**config.mk**
```make
export PLATFORM = sky130hd
export DESIGN_NAME = chan_ctrl
export DESIGN_NICKNAME = d
export VERILOG_FILES = /design/src/ooo_chan_pkg.sv /design/src/chan_ctrl.sv
export VERILOG_INCLUDE_DIRS = /design/src /design/src/include
export SDC_FILE = /design/constraint.sdc
export NUM_CORES = 1
export LEC_CHECK = 0
export BUFFER_PORTS_ARGS = -buffer_cell sky130_fd_sc_hd__buf_2
export CORE_AREA = 5 5 435 437
export DETAILED_ROUTE_END_ITERATION = 10
export DIE_AREA = 0 0 440 442
export GPL_ROUTABILITY_DRIVEN = 0
export HOLD_SLACK_MARGIN = 0.12
export PLACE_DENSITY = 0.3
export SLEW_MARGIN = 0
export SYNTH_ARGS = -nofsm -noshare
export SYNTH_HDL_FRONTEND = slang
export SYNTH_SLANG_ARGS = --single-unit
```
**constraint.sdc**
```tcl
create_clock -name clk -period 5.9 [get_ports clk]
set_clock_uncertainty 0.05 [all_clocks]
set_input_delay 0.885 -clock clk [delete_from_list [all_inputs] [get_ports clk]]
set_output_delay 0.885 -clock clk [all_outputs]
set_load 0.1 [all_outputs]
```
**src/include/ooo_chan_settings.svh**
```systemverilog
/*
 * Out-of-order channel settings
 * Field widths, FIFO depths and thresholds, wait station count
 * and the delay window of the wait stations
 */
`ifndef OOO_CHAN_SETTINGS_SVH
`define OOO_CHAN_SETTINGS_SVH

// Payload and header field widths
`define OOO_DATA_W          64
`define OOO_ADDR_W          32
`define OOO_TID_W           16
`define OOO_MDATA_W         16

// Input and output FIFOs, visible to the outside
`define OOO_VIS_DEPTH       32
`define OOO_VIS_FULL_TH     28
`define OOO_OUT_ALMFULL_TH  26

// Per-channel lanes
`define OOO_LANE_DEPTH      16
`define OOO_LANE_FULL_TH    12

// Wait stations and their delay window, in cycles
`define OOO_NUM_WS          16
`define OOO_WS_ALMFULL      13
`define OOO_DELAY_MIN       15
`define OOO_DELAY_MAX       60

`endif

```
**src/ooo_chan_pkg.sv**
```systemverilog
/*
 * Out-of-order channel types
 * Channel and request codes, transmit and response headers,
 * and the records carried by the lane and output FIFOs
 */
`default_nettype none

`include "ooo_chan_settings.svh"

package ooo_chan_pkg;

   // VA means any channel, resolved at steering
   typedef enum logic [1:0] {
      VA  = 2'd0,
      VL0 = 2'd1,
      VH0 = 2'd2,
      VH1 = 2'd3
   } vc_e;

   typedef enum logic {RDLINE = 1'b0, WRLINE = 1'b1} reqtype_e;
   typedef enum logic {RD_RESP = 1'b0, WR_RESP = 1'b1} resptype_e;

   // Lines minus one, and line index inside a request
   typedef logic [1:0] len_t;
   typedef logic [1:0] clnum_t;

   typedef struct packed {
      vc_e                     vc;
      reqtype_e                reqtype;
      len_t                    len;
      logic [`OOO_ADDR_W-1:0]  addr;
      logic [`OOO_MDATA_W-1:0] mdata;
   } tx_hdr_t;

   typedef struct packed {
      vc_e                     vc;
      resptype_e               resptype;
      clnum_t                  clnum;
      logic [`OOO_MDATA_W-1:0] mdata;
   } rx_hdr_t;

   // Input and lane FIFO payload
   typedef struct packed {
      logic [`OOO_TID_W-1:0]  tid;
      logic [`OOO_DATA_W-1:0] data;
      tx_hdr_t                tx_hdr;
   } req_t;

   // One output line
   typedef struct packed {
      logic [`OOO_TID_W-1:0]  tid;
      logic [`OOO_DATA_W-1:0] data;
      rx_hdr_t                rx_hdr;
      tx_hdr_t                tx_hdr;
   } out_entry_t;

   typedef logic [$clog2(`OOO_NUM_WS)-1:0] slot_t;
   typedef logic [`OOO_NUM_WS-1:0]         slot_vec_t;

endpackage

`default_nettype wire

```
**src/chan_ctrl.sv**
```systemverilog
/*
 * Channel controller
 * Steers input requests onto the VL0, VH0 and VH1 lanes, pops the
 * lanes in rotation into free wait stations, and hands ready
 * stations to the line breakout, releasing them when it is done
 */
`timescale 1ns/1ns
`default_nettype none

`include "ooo_chan_settings.svh"

module chan_ctrl (
   input  wire logic                         clk,
   input  wire logic                         rst,
   // Input FIFO
   input  wire ooo_chan_pkg::req_t           in_head_i,
   input  wire logic                         in_empty_i,
   output logic                              in_pop_o,
   // Lanes, index 0 is VL0
   output logic [2:0]                        lane_push_o,
   output ooo_chan_pkg::req_t                lane_req_o,
   input  wire ooo_chan_pkg::req_t [2:0]     lane_head_i,
   input  wire logic [2:0]                   lane_empty_i,
   input  wire logic [2:0]                   lane_almfull_i,
   // Wait station pool
   output logic                              ws_wr_o,
   output ooo_chan_pkg::slot_t               ws_slot_o,
   output ooo_chan_pkg::req_t                ws_req_o,
   input  wire ooo_chan_pkg::slot_vec_t      ws_busy_i,
   input  wire ooo_chan_pkg::slot_vec_t      ws_ready_i,
   output ooo_chan_pkg::slot_t               ws_rd_slot_o,
   input  wire ooo_chan_pkg::req_t           ws_rd_req_i,
   output logic                              ws_release_o,
   // Line breakout
   output logic                              bk_start_o,
   output ooo_chan_pkg::req_t                bk_req_o,
   input  wire logic                         bk_busy_i,
   input  wire logic                         bk_done_i,
   input  wire logic                         out_almfull_i
);

   localparam int NWS = `OOO_NUM_WS;
   localparam int SW  = $clog2(NWS);

   logic [1:0]            last_lane;
   logic [1:0]            va_lane;
   logic                  va_ok;
   logic [1:0]            tgt_lane;
   logic                  tgt_ok;
   logic [1:0]            pop_lane;
   logic                  ws_almfull;
   ooo_chan_pkg::slot_t   push_ptr;
   ooo_chan_pkg::slot_t   free_slot;
   logic                  free_ok;
   ooo_chan_pkg::slot_t   pop_ptr;
   ooo_chan_pkg::slot_t   rdy_slot;
   logic                  rdy_ok;
   ooo_chan_pkg::slot_t   cur_slot;

   // First set bit at or after ptr, wrapping, with a found flag on top
   function automatic logic [SW:0] first_set(input ooo_chan_pkg::slot_vec_t vec,
                                             input ooo_chan_pkg::slot_t ptr);
      logic [SW:0] res;
      int          idx;
      res = '0;
      for (int k = NWS - 1; k >= 0; k--) begin
         idx = (int'(ptr) + k) % NWS;
         if (vec[idx]) begin
            res = {1'b1, SW'(idx)};
         end
      end
      return res;
   endfunction

   ////////////////////////////////////////
   // Steering
   ////////////////////////////////////////

   always_comb begin
      int idx;
      va_lane    = 2'd0;
      va_ok      = 1'b0;
      // Lane after the last VA pick that is not almost full
      for (int k = 3; k >= 1; k--) begin
         idx = (int'(last_lane) + k) % 3;
         if (!lane_almfull_i[idx]) begin
            va_lane = 2'(idx);
            va_ok   = 1'b1;
         end
      end
      lane_req_o = in_head_i;
      if (in_head_i.tx_hdr.vc == ooo_chan_pkg::VA) begin
         tgt_lane             = va_lane;
         tgt_ok               = va_ok;
         lane_req_o.tx_hdr.vc = ooo_chan_pkg::vc_e'(va_lane + 2'd1);
      end else begin
         // Named channel keeps its lane
         tgt_lane = in_head_i.tx_hdr.vc - 2'd1;
         tgt_ok   = !lane_almfull_i[tgt_lane];
      end
   end

   assign in_pop_o    = !in_empty_i && tgt_ok;
   assign lane_push_o = in_pop_o ? (3'b001 << tgt_lane) : 3'b000;

   ////////////////////////////////////////
   // Lane pop into wait stations
   ////////////////////////////////////////

   assign ws_almfull            = ($countones(ws_busy_i) >= `OOO_WS_ALMFULL);
   assign {free_ok, free_slot}  = first_set(~ws_busy_i, push_ptr);

   // One lane looked at per cycle
   assign ws_wr_o   = !lane_empty_i[pop_lane] && !ws_almfull && free_ok;
   assign ws_slot_o = free_slot;
   assign ws_req_o  = lane_head_i[pop_lane];

   ////////////////////////////////////////
   // Release to breakout
   ////////////////////////////////////////

   assign {rdy_ok, rdy_slot} = first_set(ws_ready_i, pop_ptr);

   // Held output stops new starts only
   assign bk_start_o   = rdy_ok && !bk_busy_i && !out_almfull_i;
   assign bk_req_o     = ws_rd_req_i;
   // Read index follows the active slot so done frees the right one
   assign ws_rd_slot_o = bk_busy_i ? cur_slot : rdy_slot;
   assign ws_release_o = bk_done_i;

   always_ff @(posedge clk) begin
      if (rst) begin
         last_lane <= 2'd2;
         pop_lane  <= 2'd0;
         push_ptr  <= '0;
         pop_ptr   <= '0;
      end else begin
         pop_lane <= (pop_lane == 2'd2) ? 2'd0 : pop_lane + 2'd1;
         if (in_pop_o && (in_head_i.tx_hdr.vc == ooo_chan_pkg::VA)) begin
            last_lane <= va_lane;
         end
         if (ws_wr_o) begin
            push_ptr <= free_slot + 1'b1;
         end
         if (bk_start_o) begin
            pop_ptr <= rdy_slot + 1'b1;
         end
      end
   end

   always_ff @(posedge clk) begin
      if (bk_start_o) begin
         cur_slot <= rdy_slot;
      end
   end

endmodule

`default_nettype wire

```
# [After elaboration in Yosys (flattened, before gate mapping)]
# Cells that the tools add are included.
[word_totals] regBits=16 output_inout_bits=414 word_cells=328 in_bits=709
[classes] addsub=53 magnitude_cmp=38 n_div=3 n_shift=1 n_eq_ne=1 n_bitwise=31 n_mux=152 n_reduce_logical=44
[ops] op="133-bit binary-select mux with 2-bit select" count=1
[ops] op="5-bit by 6-bit < comparator with 1-bit output, second input constant" count=30
[ops] op="5-bit two-way mux" count=32
[ops] op="133-bit two-way mux" count=1
[ops] op="1-bit binary-select mux with 4-bit select" count=32
[ops] op="4-bit OR reduction" count=30
[ops] op="32-bit by 4-bit < comparator with 1-bit output, second input constant" count=3
[ops] op="32-bit by 3-bit modulo with 32-bit output, second input constant" count=3
[ops] op="1-bit two-way mux" count=74
[ops] op="4-bit adder, second input constant" count=16
[ops] op="4-bit by 3-bit adder with 4-bit output, second input constant" count=8
[ops] op="1-bit AND, first input constant" count=30
[ops] op="1-bit by 1-bit adder with 2-bit output" count=8
[ops] op="4-bit by 1-bit adder with 4-bit output, second input constant" count=4
[ops] op="4-bit by 2-bit adder with 4-bit output, second input constant" count=4
[ops] op="16-bit inverter" count=1
[ops] op="2-bit by 2-bit adder with 3-bit output" count=4
[ops] op="1-bit binary-select mux with 2-bit select" count=5
[ops] op="4-bit by 5-bit < comparator with 1-bit output, second input constant" count=2
[ops] op="2-bit two-way mux" count=5
[ops] op="3-bit by 3-bit adder with 4-bit output" count=2
[ops] op="2-bit by 2-bit adder with 3-bit output, second input constant" count=2
[ops] op="1-bit logical AND" count=6
[ops] op="1-bit logical NOT" count=6
[ops] op="12 further kinds" count=14

# [Longest topological paths before layout]
# Gate-level depths: netlist of the first run.
[depth] word_depth=24 ltp_mapped=19 mapped_depth_nobuf=19

# [Worst setup path after synthesis of the first run]
# Ideal clock, no wire load.
[synth_path] path_type="register -> output" start="register pop_ptr[1]" end="output ws_rd_slot_o[2]" arrival_ps=5368 path_stages_with_launch=13 path_buffers=4 t_required_ps=4965 path_slack_ps=-403 path_cell_list="dfxtp_1 > buf_2 > clkbuf_1 > inv_1 > ha_1 > buf_2 > buf_2 > mux4_2 > mux4_2 > or3_1 > a31oi_1 > a2bb2oi_2 > o21ai_0"
[synth_between] elab_chain_len=21 word_cells_on_any_way=79 cone_classes="15 x add/sub; 64 x mux"
[synth_lines] item="start, declared" line="chan_ctrl.sv:55" text="ooo_chan_pkg::slot_t pop_ptr;"
[synth_lines] item="start signal, assigned" line="chan_ctrl.sv:146" text="pop_ptr <= rdy_slot + 1'b1;"
[synth_lines] item="4-bit adder" line="chan_ctrl.sv:67" text="idx = (int'(ptr) + k) % NWS;"
[synth_lines] item="1-bit binary-select mux with 4-bit select" line="chan_ctrl.sv:68" text="if (vec[idx]) begin"
[synth_lines] item="1-bit two-way mux (implied by the code) (2 in a row)" line="chan_ctrl.sv:68"
[synth_lines] item="5-bit two-way mux (15 in a row)" line="chan_ctrl.sv:68"
[synth_lines] item="5-bit two-way mux *" line="chan_ctrl.sv:68"
[synth_lines] item="4-bit two-way mux *" line="chan_ctrl.sv:128" text="assign ws_rd_slot_o = bk_busy_i ? cur_slot : rdy_slot;"
[synth_lines] item="end, declared" line="chan_ctrl.sv:31" text="output ooo_chan_pkg::slot_t ws_rd_slot_o,"
# Mark *: on every way between the ends. The rest lies on a longest branch, timed or not. The select of a mux whose other input is x is not followed.

# [Worst setup path after layout of the first run]
[layout_path] start="input ws_busy_i[13]" end="output ws_wr_o"
[layout_between] elab_chain_len=21 word_cells_on_any_way=72 cone_classes="4 x add/sub; 1 x order compare; 63 x mux; 1 x bitwise; 3 x reduce/logical"
[layout_lines] item="start, declared" line="chan_ctrl.sv:29" text="input wire ooo_chan_pkg::slot_vec_t ws_busy_i,"
[layout_lines] item="16-bit inverter" line="chan_ctrl.sv:111" text="assign {free_ok, free_slot} = first_set(~ws_busy_i, push_ptr);"
[layout_lines] item="1-bit binary-select mux with 4-bit select" line="chan_ctrl.sv:68"
[layout_lines] item="1-bit two-way mux (implied by the code) (2 in a row)" line="chan_ctrl.sv:68"
[layout_lines] item="5-bit two-way mux (16 in a row)" line="chan_ctrl.sv:68"
[layout_lines] item="1-bit logical AND *" line="chan_ctrl.sv:114" text="assign ws_wr_o = !lane_empty_i[pop_lane] && !ws_almfull && free_ok;"
[layout_lines] item="end, declared" line="chan_ctrl.sv:26" text="output logic ws_wr_o,"
# Marks and branches as above.

==> results by group, run 1 <==
STA
  • Hold Vio Cnt, Final: 0
  • Post-Route Hold Slack: about 0.49 ns
  • Post-layout minimum cycle time: roughly 5.6 ns
  • Least-Margin Pin Slew: between 1 and 1.5 ns
  • Post-route fraction of the period consumed by the critical path: about 95%
  • Setup TNS after final layout: 0 ns
  • Final number of setup-violating endpoints: 0
  • Slew Limit Fails: 0
  • Setup repair after global routing missed its margin: false
  • Slew Limit Headroom: 28.2%
  • Max Clk Rate: about 0.18 GHz

CTS
  • CTS Buf Count: 3
  • Clock-pin slew on the worst setup and hold paths: ~0.060 ns
  • Clk_lat worst skew: between 0.2 and 0.3 ns
  • # H-tree levels: 1
  • Setup fix buffers added after clock tree synthesis: 0
  • Clk sinks: 16
  • Post-cts repair resize count: 0
  • CTS hold repair buffers: 0
  • Maximum buffer depth of the clock tree: 2
  • TritonCTS clock tree: done
  • Root buf cell: sky130_fd_sc_hd__clkbuf_16

Logic synthesis
  • Post-synthesis area per instance: 7.75 um^2
  • Synthesized net count: roughly 2100
  • Most frequently used flop master after synthesis: sky130_fd_sc_hd__dfxtp_1
  • Dominant cells by area after synthesis: sky130_fd_sc_hd__buf_4, sky130_fd_sc_hd__mux2i_1, sky130_fd_sc_hd__mux4_2, sky130_fd_sc_hd__o21ai_0, sky130_fd_sc_hd__nand2_1
  • Largest area contributor in the synthesized netlist: sky130_fd_sc_hd__buf_4
  • Post-synthesis cell count: 1404
  • Share of the synthesized area in the top cell type: 18.4%
  • Seq/Total Area, Yosys: under 10%
  • Unique cell type count in the Yosys netlist: 90
  • Share of synthesized flip-flops with an asynchronous set or reset: 0%
  • Number of register bits inferred by synthesis: 16
  • Count of yosys warnings during synthesis: 0
  • Post-synth EDFFs: 4
  • Mapped cell area: 10900 um^2

Worst setup path
  • FF-to-FF path depth: 13
  • Data required time of the worst path: between 4 and 5 ns
  • Setup crit start kind: input port
  • Critical-path cell list: buf_2 > inv_1 > fa_1 > inv_1 > fa_1 > inv_1 > fa_1 > fa_1 > inv_1 > ha_1 > inv_1 > fa_2 > nand2b_1 > a31oi_1 > buf_4 > nand2_4 > inv_4 > buf_12
  • Worst-path cell with the longest stage delay: sky130_fd_sc_hd__fa_1
  • Cell seen most often among critical-path stages: sky130_fd_sc_hd__inv_1
  • Endpoint kind of the worst setup timing path: output pin
  • Worst reg2reg startpoint: pop_ptr[0]$_SDFFE_PP0P_
  • Arrival @ worst endpoint: 4.69 ns
  • Largest fanout on the critical path: 6
  • Critical path's largest stage delay: ~0.52 ns
  • End of the worst register-to-register path: pop_ptr[2]$_SDFFE_PP0P_
  • Critical path class: input port to output pin
  • R2R Setup Slk: around 1.4 ns

GRT
  • Maximum number of pins on one net before global-route repair: between 100 and 150
  • Wire length of the first global-routing pass: roughly 140 mm
  • Total global routing overflow: 0
  • Number of global-route vias before repair: about 12000
  • Number of antenna violations at the first check in global routing: 48
  • Total track usage: 10.6%

Hold path
  • Worst min path class: register to register
  • Hold path startpoint: last_lane[1]$_SDFFE_PP1P_
  • Worst hold endpoint: last_lane[1]$_SDFFE_PP1P_
  • Hold-critical path depth: 2

Route
  • ANT nets after route: 0
  • Iteration count of the initial detailed-routing pass: 6
  • Routed via count: 12400
  • Routed vias/inst: approximately 3
  • WL final: 109 mm
  • Iteration-0 DRC count of the detailed router: 819
  • DRC Markers: 0
  • Per-cell routed wire length: 25.8 um

Floorplanning
  • I/O pin count: 1123
  • Core Footprint: 185000 um^2
  • Number of rows in the core area: ~160
  • Area of the die: 194000 um^2
  • Initial core utilization: under 10%
  • Die span in x: roughly 440 um
  • Die height: around 440 um

Status
  • Status: finished clean

Power
  • VDD IR max: 0.000297 V
  • Switching power summed over all nets: 5460 uW
  • Proportion of power drawn by flip-flops and latches: ~2.4%
  • Int Power: between 2000 and 2500 uW
  • Switching portion of total power: slightly below 70%
  • Pwr per Cell Area: slightly above 500 nW/um^2
  • Share of power burned in combinational logic: between 90% and 100%
  • Part of the total power dissipated in the clock network: 1.9%
  • Leakage power figure: between 0.005 and 0.006 uW

Run
  • Count of maximum capacitance violations: 0

Final layout
  • Signed area change from the synthesized netlist to the final layout: 40.8%
  • Layout fillers: approximately 22000
  • Area taken by multi-input logic gates: 7920 um^2
  • Sequential cell area in the final layout: ~370 um^2
  • Number of nets at the end of the flow: 2466
  • Share of layout cells above drive strength 1: between 40% and 50%

Place
  • Number of port buffers: 592
  • Placed wire-length estimate after detailed placement: ~100 mm
metrics by stage:
stage | total power, uW | cell area (um^2) | instances | util [%] | setup WS [ns]
6_report | 7920 | 15300 | 4206 | 8.30 | 0.272
5_1_grt | 8420 | 15300 | 4204 | 8.30 | 0.00182
4_1_cts | 8110 | 15300 | 4200 | 8.29 | 0.129
3_5_place_dp | 7920 | 15200 | 4196 | 8.25 | 0.151
3_3_place_gp | 7980 | 15200 | 4196 | 8.25 | 0.0903
2_1_floorplan | 6220 | 10900 | 1404 | - | 0.225
cell usage after synthesis (6+ instances only):
| library cell | count |
|---|---|
| sky130_fd_sc_hd__buf_6 | 6 |
| sky130_fd_sc_hd__mux2i_1 | 183 |
| sky130_fd_sc_hd__inv_2 | 7 |
| sky130_fd_sc_hd__xor2_1 | 6 |
| sky130_fd_sc_hd__mux4_1 | 9 |
| sky130_fd_sc_hd__buf_1 | 11 |
| sky130_fd_sc_hd__dfxtp_1 | 12 |
| sky130_fd_sc_hd__mux2_2 | 24 |
| sky130_fd_sc_hd__fa_1 | 10 |
| sky130_fd_sc_hd__o21ai_0 | 165 |
| sky130_fd_sc_hd__a31oi_1 | 7 |
| sky130_fd_sc_hd__buf_2 | 11 |
| sky130_fd_sc_hd__inv_1 | 65 |
| sky130_fd_sc_hd__mux4_2 | 54 |
| sky130_fd_sc_hd__nor2b_1 | 8 |
| sky130_fd_sc_hd__o22ai_1 | 6 |
| sky130_fd_sc_hd__nand3_1 | 12 |
| sky130_fd_sc_hd__clkbuf_1 | 46 |
| sky130_fd_sc_hd__nor2_1 | 39 |
| sky130_fd_sc_hd__xnor2_1 | 18 |
| sky130_fd_sc_hd__nand2_1 | 198 |
| sky130_fd_sc_hd__ha_1 | 26 |
| sky130_fd_sc_hd__o211ai_1 | 8 |
| sky130_fd_sc_hd__nor3_1 | 15 |
| sky130_fd_sc_hd__a211oi_1 | 19 |
| sky130_fd_sc_hd__a21oi_1 | 34 |
| sky130_fd_sc_hd__buf_4 | 267 |
| sky130_fd_sc_hd__nand2b_1 | 9 |
cell families after synthesis:
family,share of synthesized area [%]
AO/OA/AOI/OAI,19.0
buffers and inverters,24.0
AND/OR/NAND/NOR,12.4
adder cells (fa/ha/maj),4.83
multiplexers,33.5
XOR/XNOR,2.98
flip-flops,3.31
registers in the layout, summed over array words and instances (netlist names):
signal,cells
pop_lane,2
cur_slot,4
push_ptr,4
last_lane,2
pop_ptr,4
cells in the final DEF, fill, tap and decap left out, types with 12 or more instances in the layout:
cell type,n
sky130_fd_sc_hd__xnor2_1,18
sky130_fd_sc_hd__buf_2,584
sky130_fd_sc_hd__o21ai_0,161
sky130_fd_sc_hd__nand2_1,198
sky130_fd_sc_hd__ha_1,26
sky130_fd_sc_hd__mux2_2,24
sky130_fd_sc_hd__mux4_2,54
sky130_fd_sc_hd__inv_1,65
sky130_fd_sc_hd__buf_4,59
sky130_fd_sc_hd__mux2i_1,182
sky130_fd_sc_hd__nor2_1,38
sky130_fd_sc_hd__a21oi_1,34
sky130_fd_sc_hd__nor3_1,15
sky130_fd_sc_hd__nand3_1,12
sky130_fd_sc_hd__a211oi_1,19
power by group through the flow:
| stage | Sequential [uW] | Combinational, uW | Clock [uW] |
|---|---|---|---|
| 2_1_floorplan | 169 | 6050 | 0 |
| 3_3_place_gp | 194 | 7790 | 0 |
| 3_5_place_dp | 193 | 7720 | 0 |
| 4_1_cts | 191 | 7750 | 170 |
| 5_1_grt | 194 | 8060 | 168 |
| 6_report | 189 | 7570 | 153 |
area by class of cell:
type | count | area share (%)
tap | 2480 | 20.2
clock buffer | 4 | 0.514
timing repair buffer | 653 | 23.3
multi-input combinational | 974 | 51.7
sequential | 16 | 2.40
inverter | 73 | 1.80
antenna | 6 | 0.0979
worst max-delay path by stage:
stage / startpoint / end / slack [ns] / depth (start not counted)
after floorplan: pop_ptr[1]$_SDFFE_PP0P_ / ws_rd_slot_o[3] / 0.23 / 15
after global placement: ws_busy_i[0] / ws_wr_o / 0.09 / 18
after detailed placement: ws_busy_i[13] / ws_wr_o / 0.15 / 20
after CTS: ws_busy_i[5] / ws_wr_o / 0.13 / 18
after global routing: ws_busy_i[13] / ws_wr_o / 0.002 / 18
final: ws_busy_i[13] / ws_wr_o / 0.27 / 18
layer usage:
| metal | share of wire, % | vias up | wire [um] | track usage [%] |
|---|---|---|---|---|
| met5 | 0.28 | - | 302 | 0.744 |
| met4 | 7.1 | 24 | 7720 | 6.25 |
| met3 | 9.0 | 187 | 9810 | 4.00 |
| met2 | 52 | 810 | 56000 | 19.3 |
| met1 | 32 | 5921 | 34800 | 10.1 |
| li1 | - | 5431 | - | - |
critical path, delay by kind of cell:
kind                     cells  cell delay, ns
AO/OA/AOI/OAI                1            0.22
adder cells (fa/ha/maj)      6            2.59
AND/OR/NAND/NOR              2            0.11
buffers and inverters        9            0.84
Note: power is estimated with default switching activity, not from simulation.
==> inputs of run 2 (changes only) <==
--- a/config.mk
+++ b/config.mk
@@ -6,10 +6,11 @@
 export SDC_FILE = /design/constraint.sdc
 export NUM_CORES = 1
 export LEC_CHECK = 0
+export ABC_AREA = 1
 export BUFFER_PORTS_ARGS = -buffer_cell sky130_fd_sc_hd__buf_2
-export CORE_AREA = 5 5 435 437
+export CORE_AREA = 5 5 431 433
 export DETAILED_ROUTE_END_ITERATION = 10
-export DIE_AREA = 0 0 440 442
+export DIE_AREA = 0 0 436 438
 export GPL_ROUTABILITY_DRIVEN = 0
 export HOLD_SLACK_MARGIN = 0.12
 export PLACE_DENSITY = 0.3
==> run 2 against run 1 <==
  * Fmax up 0.45%
  * Via count is 7.5% higher
  * Sequential power is 2% lower
  * Clock power grew 3%
  * Synthesized area shrank 13%
  * Flip-flop and latch count unchanged
  * Synthesized cell count grew 25%
  * Hold slack worse by 0.025 ns
  * Setup slack improved by 0.025 ns
  * Sequential share of layout area rose by 0.26 points
  * Utilization decreased by 0.76 points
  * First-iteration DRC count shrank 0.37%
  * Largest cell class unchanged
==> results by group, run 2 <==
STA
  • Hold Vio Cnt, Final: 0
  • Setup TNS after final layout: 0 ns
  • Post-route fraction of the period consumed by the critical path: 95.0%
  • Max Clk Rate: 0.178 GHz
  • Slew Limit Fails: 0
  • Final number of setup-violating endpoints: 0
  • Post-layout minimum cycle time: roughly 5.6 ns
  • Least-Margin Pin Slew: between 1 and 1.5 ns
  • Slew Limit Headroom: around 30%
  • Setup repair after global routing missed its margin: false

Place
  • Number of port buffers: around 600
  • Placed wire-length estimate after detailed placement: around 130 mm
  • Placed Area: approximately 14000 um^2
  • Cell count after placement: 4425

Power
  • Share of power burned in combinational logic: approximately 96%
  • Pwr per Cell Area: between 500 and 600 nW/um^2
  • Switching power summed over all nets: just over 6000 uW
  • Switching portion of total power: between 70% and 80%
  • VDD IR max: between 0.0003 and 0.0004 V
  • Int Power: around 1800 uW
  • Proportion of power drawn by flip-flops and latches: between 2 and 2.5%
  • Part of the total power dissipated in the clock network: under 10%
  • Leakage power figure: between 0.006 and 0.007 uW

CTS
  • CTS Buf Count: 3
  • Clk sinks: 16
  • # H-tree levels: 1
  • Maximum buffer depth of the clock tree: 2
  • Setup fix buffers added after clock tree synthesis: 0
  • Clock-pin slew on the worst setup and hold paths: approximately 0.070 ns
  • Root buf cell: sky130_fd_sc_hd__clkbuf_16
  • Clk_lat worst skew: ~0.28 ns
  • TritonCTS clock tree: done

Floorplanning
  • I/O pin count: 1123
  • Number of rows in the core area: between 150 and 200
  • Initial core utilization: between 5 and 6%
  • Die span in x: around 440 um
  • Die height: between 400 and 500 um
  • Area of the die: about 190000 um^2
  • Core Footprint: 182000 um^2

GRT
  • Maximum number of pins on one net before global-route repair: 76
  • Total track usage: between 10% and 20%
  • Met1 track utilization from global routing: 13.3%
  • Fraction of met3 tracks used by global routing: between 10% and 20%
  • Number of antenna violations at the first check in global routing: ~140
  • Number of global-route vias before repair: about 13000
  • Highest-utilization routing layer at the global route stage: met2
  • Global Route met2 Usage: 19.9%
  • Wire length of the first global-routing pass: between 150 and 200 mm
  • Total global routing overflow: 0

Logic synthesis
  • Dominant cells by area after synthesis: sky130_fd_sc_hd__buf_4, sky130_fd_sc_hd__nand2_1, sky130_fd_sc_hd__o21ai_0, sky130_fd_sc_hd__nand3_1, sky130_fd_sc_hd__nor2_1
  • Unique cell type count in the Yosys netlist: 49
  • Most used standard cells in the synthesized netlist: sky130_fd_sc_hd__nand2_1, sky130_fd_sc_hd__o21ai_0, sky130_fd_sc_hd__buf_4
  • Post-synthesis cell count: approximately 1800
  • Mapped cell area: ~9500 um^2
  • Count of yosys warnings during synthesis: 0
  • Synthesized net count: between 2000 and 3000
  • Seq/Total Area, Yosys: ~3.8%
  • Largest area contributor in the synthesized netlist: sky130_fd_sc_hd__buf_4
  • Share of the synthesized area in the top cell type: 21.3%
  • Cell with the most instances after synthesis: sky130_fd_sc_hd__nand2_1
  • Post-synthesis area per instance: ~5.4 um^2
  • Most frequently used flop master after synthesis: sky130_fd_sc_hd__dfxtp_1
  • Share of synthesized flip-flops with an asynchronous set or reset: 0%
  • Number of register bits inferred by synthesis: 16
  • Post-synth EDFFs: 4

Route
  • Routed vias/inst: about 3.0
  • WL final: around 130 mm
  • Iteration-0 DRC count of the detailed router: between 800 and 900
  • Iteration count of the initial detailed-routing pass: 5
  • DRC Markers: 0
  • Routed via count: between 10000 and 15000
  • ANT nets after route: 0
  • Per-cell routed wire length: 30.2 um

Worst setup path
  • Critical Path End: ws_wr_o
  • End of the worst register-to-register path: push_ptr[1]$_SDFFE_PP0P_
  • Setup crit start kind: input port
  • Worst-path cell with the longest stage delay: sky130_fd_sc_hd__fa_1
  • WP depth: 19
  • FF-to-FF path depth: 24
  • Worst reg2reg startpoint: push_ptr[2]$_SDFFE_PP0P_
  • Endpoint kind of the worst setup timing path: output pin
  • Buffers & Inverters on Critical Path: 8
  • Critical-path cell list: buf_2 > inv_1 > fa_1 > fa_1 > fa_1 > fa_1 > inv_1 > ha_1 > inv_1 > fa_1 > inv_1 > o21ai_0 > nor2_1 > nand2_1 > o2111ai_1 > inv_1 > nand2_1 > inv_2 > buf_12
  • Critical path launch point: ws_busy_i[0]
  • Arrival @ worst endpoint: around 4.7 ns
  • Critical path's largest stage delay: about 0.59 ns
  • Family with the most delay on the worst path: adder cells
  • R2R Setup Slk: approximately 2.1 ns
  • Data required time of the worst path: around 5 ns
  • Largest fanout on the critical path: 4
  • Critical path class: input port to output pin

Final layout
  • Number of nets at the end of the flow: ~2800
  • Most common cell after layout, fill and taps aside: sky130_fd_sc_hd__buf_2
  • Commonest cells after routing, fill and taps aside: sky130_fd_sc_hd__buf_2, sky130_fd_sc_hd__nand2_1, sky130_fd_sc_hd__o21ai_0
  • Sequential cell area in the final layout: approximately 360 um^2
  • Final instance count without filler cells: 4461
  • Area taken by multi-input logic gates: approximately 6300 um^2
  • Largest registers: cur_slot: 4 flops, pop_ptr: 4 flops, push_ptr: 4 flops
  • Share of layout cells above drive strength 1: approximately a third
  • Signed area change from the synthesized netlist to the final layout: 44.2%
  • Layout fillers: 21800
  • Layout Cell Area excl Fill: 13700 um^2

Status
  • Status: finished clean

Hold path
  • Worst min path class: register to register
  • Hold path startpoint: last_lane[0]$_SDFFE_PP0P_

Run
  • Count of maximum capacitance violations: 0
[run 2: cells by family after synthesis]
kind of cell    synth area share (%)
compound gates                  23.0
xor+xnor                        2.33
fa+ha+maj                       5.53
buf+inv                         30.2
flops                           3.79
simple gates                    35.2
[run 2: layout make-up]
| class | instances | area share, % |
|---|---|---|
| clock inverters | 1 | 0.0274 |
| multi-input cells | 1270 | 45.9 |
| clock buffers | 3 | 0.548 |
| flip-flops and latches | 16 | 2.66 |
| inverters | 129 | 3.63 |
| diodes | 32 | 0.585 |
| repair buffers | 625 | 24.9 |
| well taps | 2385 | 21.8 |
[run 2: worst reg2reg max path, stage by stage, from the launching register on]
cell and delay, ns:
sky130_fd_sc_hd__dfxtp_1 0.32, sky130_fd_sc_hd__buf_4 0.25, sky130_fd_sc_hd__inv_2 0.19, sky130_fd_sc_hd__ha_1 0.42, sky130_fd_sc_hd__inv_1 0.26, sky130_fd_sc_hd__nand3_1 0.16
sky130_fd_sc_hd__nand3_1 0.19, sky130_fd_sc_hd__nand2_2 0.12, sky130_fd_sc_hd__nor2_2 0.16, sky130_fd_sc_hd__nor2_1 0.07, sky130_fd_sc_hd__nand2_1 0.08, sky130_fd_sc_hd__nand2_1 0.05
sky130_fd_sc_hd__nand2_1 0.05, sky130_fd_sc_hd__nand2_1 0.05, sky130_fd_sc_hd__nand2_1 0.05, sky130_fd_sc_hd__nand2_1 0.05, sky130_fd_sc_hd__nand2_1 0.05, sky130_fd_sc_hd__nand3b_1 0.07
sky130_fd_sc_hd__nand2_1 0.08, sky130_fd_sc_hd__nand2_1 0.07, sky130_fd_sc_hd__a21oi_2 0.22, sky130_fd_sc_hd__inv_1 0.10, sky130_fd_sc_hd__ha_1 0.29, sky130_fd_sc_hd__o21ai_0 0.16
sky130_fd_sc_hd__a21oi_1 0.05
[run 2: worst min path at each step]
stage | endpoint | slack (ns) | depth (start not counted)
4_1_cts | last_lane[0]$_SDFFE_PP0P_ | 0.47 | 2
6_report | last_lane[0]$_SDFFE_PP0P_ | 0.46 | 2
3_3_place_gp | last_lane[0]$_SDFFE_PP0P_ | 0.45 | 2
3_5_place_dp | last_lane[0]$_SDFFE_PP0P_ | 0.46 | 2
2_1_floorplan | last_lane[0]$_SDFFE_PP0P_ | 0.42 | 2
5_1_grt | last_lane[0]$_SDFFE_PP0P_ | 0.48 | 2
[run 2: what timing repair did]
action                                  CTS  global route
resized for setup                         0             1
endpoints found under the setup margin    0             1
hold buffers                              0             0
[run 2: metal layers]
layer | routed length (um) | up-vias
met5 | 406 | -
met4 | 4440 | 60
met3 | 27100 | 267
met2 | 56600 | 910
met1 | 45900 | 6008
li1 | - | 6056
[run 2: stage by stage]
stage               total power [uW]  worst slack, ns  hold WS [ns]  util [%]
floorplan                       5990            0.207         0.420         -
global placement                7870            0.174         0.451      7.45
detailed placement              7860            0.163         0.455      7.45
CTS                             8050            0.191         0.469      7.49
global route                    8570           0.0575         0.478      7.50
finish                          7860            0.297         0.463      7.54
[run 2: power groups by stage]
| stage | Combinational [uW] | Sequential (uW) | Clock, uW |
|---|---|---|---|
| finish | 7520 | 185 | 158 |
| global route | 8210 | 189 | 173 |
| CTS | 7690 | 185 | 177 |
| detailed placement | 7680 | 187 | 0 |
| global placement | 7690 | 187 | 0 |
| floorplan | 5830 | 155 | 0 |
==> inputs of run 3 (changes only) <==
--- a/config.mk
+++ b/config.mk
@@ -6,14 +6,13 @@
 export SDC_FILE = /design/constraint.sdc
 export NUM_CORES = 1
 export LEC_CHECK = 0
-export ABC_AREA = 1
 export BUFFER_PORTS_ARGS = -buffer_cell sky130_fd_sc_hd__buf_2
-export CORE_AREA = 5 5 431 433
+export CORE_AREA = 5 5 435 437
 export DETAILED_ROUTE_END_ITERATION = 10
-export DIE_AREA = 0 0 436 438
+export DIE_AREA = 0 0 440 442
 export GPL_ROUTABILITY_DRIVEN = 0
 export HOLD_SLACK_MARGIN = 0.12
-export PLACE_DENSITY = 0.3
+export PLACE_DENSITY = 0.33
 export SLEW_MARGIN = 0
 export SYNTH_ARGS = -nofsm -noshare
 export SYNTH_HDL_FRONTEND = slang
==> run 3 against run 2 <==
  * Non-clock buffer count rose by 8
  * Critical path depth fell by 1
  * Final cell count fell by 6.1%
  * Critical endpoint unchanged
==> results by group, run 3 (same netlist as run 1, synthesis figures left out) <==
CTS
  • # H-tree levels: 1
  • Root buf cell: sky130_fd_sc_hd__clkbuf_16
  • Clock-pin slew on the worst setup and hold paths: roughly 0.07 ns
  • Clk_lat worst skew: ~0.28 ns
  • TritonCTS clock tree: done
  • Setup fix buffers added after clock tree synthesis: 0
  • Post-cts repair resize count: 0
  • Maximum buffer depth of the clock tree: 2
  • Clk sinks: 16
  • CTS hold repair buffers: 0
  • CTS Buf Count: 3

Power
  • Int Power: roughly 2300 uW
  • Switching power summed over all nets: approximately 5400 uW
  • VDD IR max: around 0.00028 V
  • Overall power consumption: 7770 uW
  • Switching portion of total power: between 60% and 70%
  • Part of the total power dissipated in the clock network: roughly 2.0%
  • Proportion of power drawn by flip-flops and latches: between 2 and 3%
  • Pwr per Cell Area: 513 nW/um^2
  • Leakage power figure: 0.00572 uW
  • Share of power burned in combinational logic: 95.3%

GRT
  • Maximum number of pins on one net before global-route repair: around 70
  • Total global routing overflow: 0
  • Number of antenna violations at the first check in global routing: 68
  • Total track usage: a little over a tenth
  • Wire length of the first global-routing pass: ~140 mm
  • Number of global-route vias before repair: roughly 12000

Worst setup path
  • Critical path launch point: ws_busy_i[11]
  • End of the worst register-to-register path: push_ptr[2]$_SDFFE_PP0P_
  • Critical Path End: ws_wr_o
  • Endpoint kind of the worst setup timing path: output pin
  • Largest fanout on the critical path: 5
  • FF-to-FF path depth: 13
  • Arrival @ worst endpoint: 4.72 ns
  • Critical path class: input port to output pin
  • R2R Setup Slk: ~1.4 ns
  • Data required time of the worst path: 4.97 ns
  • Setup crit start kind: input port
  • Worst reg2reg startpoint: push_ptr[1]$_SDFFE_PP0P_

Route
  • Met3 layer wire length in the routed design: about 11 mm
  • Iteration-0 DRC count of the detailed router: between 900 and 1000
  • Routed vias/inst: a little under 3
  • M1 wire length: between 30 and 40 mm
  • WL final: between 100 and 150 mm
  • Iteration count of the initial detailed-routing pass: 8
  • Routed via count: about 12000
  • Per-cell routed wire length: around 26 um
  • ANT nets after route: 0
  • DRC Markers: 0
  • Metal2 WL: 58.4 mm
  • Highest metal used: met5

Place
  • Placed wire-length estimate after detailed placement: around 100 mm
  • Number of port buffers: between 500 and 600
  • Placed Area: roughly 15000 um^2
  • Cell count after placement: around 4200
  • Setup Slack @ Placement: around 0.14 ns

Floorplanning
  • Number of rows in the core area: roughly 160
  • Die span in x: 440 um
  • Area of the die: between 150000 and 200000 um^2
  • I/O pin count: 1123
  • Die height: 442 um
  • Initial core utilization: 5.90%
  • Core Footprint: approximately 180000 um^2

Hold path
  • Worst min path class: register to register

Final layout
  • Final instance count without filler cells: between 4000 and 5000
  • Share of layout cells above drive strength 1: between 40% and 50%
  • Number of nets at the end of the flow: around 2400
  • Signed area change from the synthesized netlist to the final layout: 39.0%
  • Commonest cells after routing, fill and taps aside: sky130_fd_sc_hd__buf_2, sky130_fd_sc_hd__nand2_1, sky130_fd_sc_hd__mux2i_1
  • Most common cell after layout, fill and taps aside: sky130_fd_sc_hd__buf_2
  • Layout Cell Area excl Fill: 15100 um^2
  • Largest registers: cur_slot: 4 flops, pop_ptr: 4 flops, push_ptr: 4 flops

Run
  • Count of maximum capacitance violations: 0

Status
  • Status: finished clean

STA
  • Setup TNS after final layout: 0 ns
  • Slew Limit Fails: 0
  • Max Clk Rate: 0.177 GHz
  • Least-Margin Pin Slew: between 1 and 1.5 ns
  • Setup repair after global routing missed its margin: false
  • Final number of setup-violating endpoints: 0
  • Hold Vio Cnt, Final: 0
  • Post-route fraction of the period consumed by the critical path: a little over nine tenths
  • Slew Limit Headroom: a little under a quarter
  • Post-layout minimum cycle time: between 5 and 6 ns
  • PnR worst setup slack: 0.248 ns
==> run 3: cell count changes in the layout (fill, tap and decap cells not counted), moves of 13 or more <==
cell | previous run | this run
sky130_fd_sc_hd__nand2_1 | 455 | 198
sky130_fd_sc_hd__mux2i_1 | 0 | 182
sky130_fd_sc_hd__o21ai_0 | 289 | 163
sky130_fd_sc_hd__nor2_1 | 161 | 38
sky130_fd_sc_hd__nand3_1 | 130 | 12
sky130_fd_sc_hd__a21oi_1 | 88 | 34
sky130_fd_sc_hd__mux4_2 | 0 | 54
sky130_fd_sc_hd__inv_1 | 112 | 65
sky130_fd_sc_hd__diode_2 | 32 | 8
sky130_fd_sc_hd__mux2_2 | 0 | 24
sky130_fd_sc_hd__a211oi_1 | 0 | 19
sky130_fd_sc_hd__nand2_2 | 16 | 0
sky130_fd_sc_hd__o21ai_1 | 18 | 5
sky130_fd_sc_hd__xnor2_1 | 5 | 18
==> run 3: critical path: stages <==
cell	delay (ns)
sky130_fd_sc_hd__buf_2	0.14
sky130_fd_sc_hd__inv_1	0.07
sky130_fd_sc_hd__fa_1	0.53
sky130_fd_sc_hd__inv_1	0.05
sky130_fd_sc_hd__fa_1	0.48
sky130_fd_sc_hd__inv_1	0.05
sky130_fd_sc_hd__fa_1	0.50
sky130_fd_sc_hd__fa_1	0.42
sky130_fd_sc_hd__inv_1	0.06
sky130_fd_sc_hd__ha_1	0.16
sky130_fd_sc_hd__inv_1	0.06
sky130_fd_sc_hd__fa_2	0.52
sky130_fd_sc_hd__nand2b_1	0.06
sky130_fd_sc_hd__a31oi_1	0.23
sky130_fd_sc_hd__buf_4	0.16
sky130_fd_sc_hd__nand2_4	0.05
sky130_fd_sc_hd__inv_4	0.08
sky130_fd_sc_hd__buf_12	0.17
==> run 3: power by group through the flow <==
stage               Clock [uW]  Sequential, uW  Combinational (uW)
finish                     157             212                7400
global route               173             219                7840
global placement             0             215                7540
detailed placement           0             214                7480
CTS                        177             213                7500
floorplan                    0             169                6050
==> run 3: worst min-delay path by stage <==
stage                     cells past startpoint                       from                         to  slack [ns]
after floorplan                               2  last_lane[1]$_SDFFE_PP1P_  last_lane[1]$_SDFFE_PP1P_        0.42
after global placement                        2  last_lane[1]$_SDFFE_PP1P_  last_lane[1]$_SDFFE_PP1P_        0.46
after detailed placement                      2  last_lane[1]$_SDFFE_PP1P_  last_lane[1]$_SDFFE_PP1P_        0.46
after CTS                                     2  last_lane[1]$_SDFFE_PP1P_  last_lane[1]$_SDFFE_PP1P_        0.49
after global routing                          2  last_lane[1]$_SDFFE_PP1P_  last_lane[1]$_SDFFE_PP1P_        0.55
final                                         2  last_lane[1]$_SDFFE_PP1P_  last_lane[1]$_SDFFE_PP1P_        0.48
==> run 3: area by class of cell <==
cell class                 count  area, um^2
fill                       21900      170000
multi-input combinational    974        7920
timing repair buffer         633        3360
tap                         2480        3100
sequential                    16         368
inverter                      73         277
clock buffer                   3        75.1
antenna                        8        20.0
clock inverter                 1        3.75
==> run 3: metrics by stage <==
stage / hold WS (ns) / utilization, %
floorplan: 0.421 / -
finish: 0.480 / 8.19
global route: 0.545 / 8.19
CTS: 0.485 / 8.18
detailed placement: 0.464 / 8.14
global placement: 0.460 / 8.14
==> run 3: per-layer routing <==
layer	vias to the layer above	global-route usage [%]
li1	5385	-
met1	5964	9.92
met2	867	20.4
met3	227	4.35
met4	40	5.27
met5	-	0.422
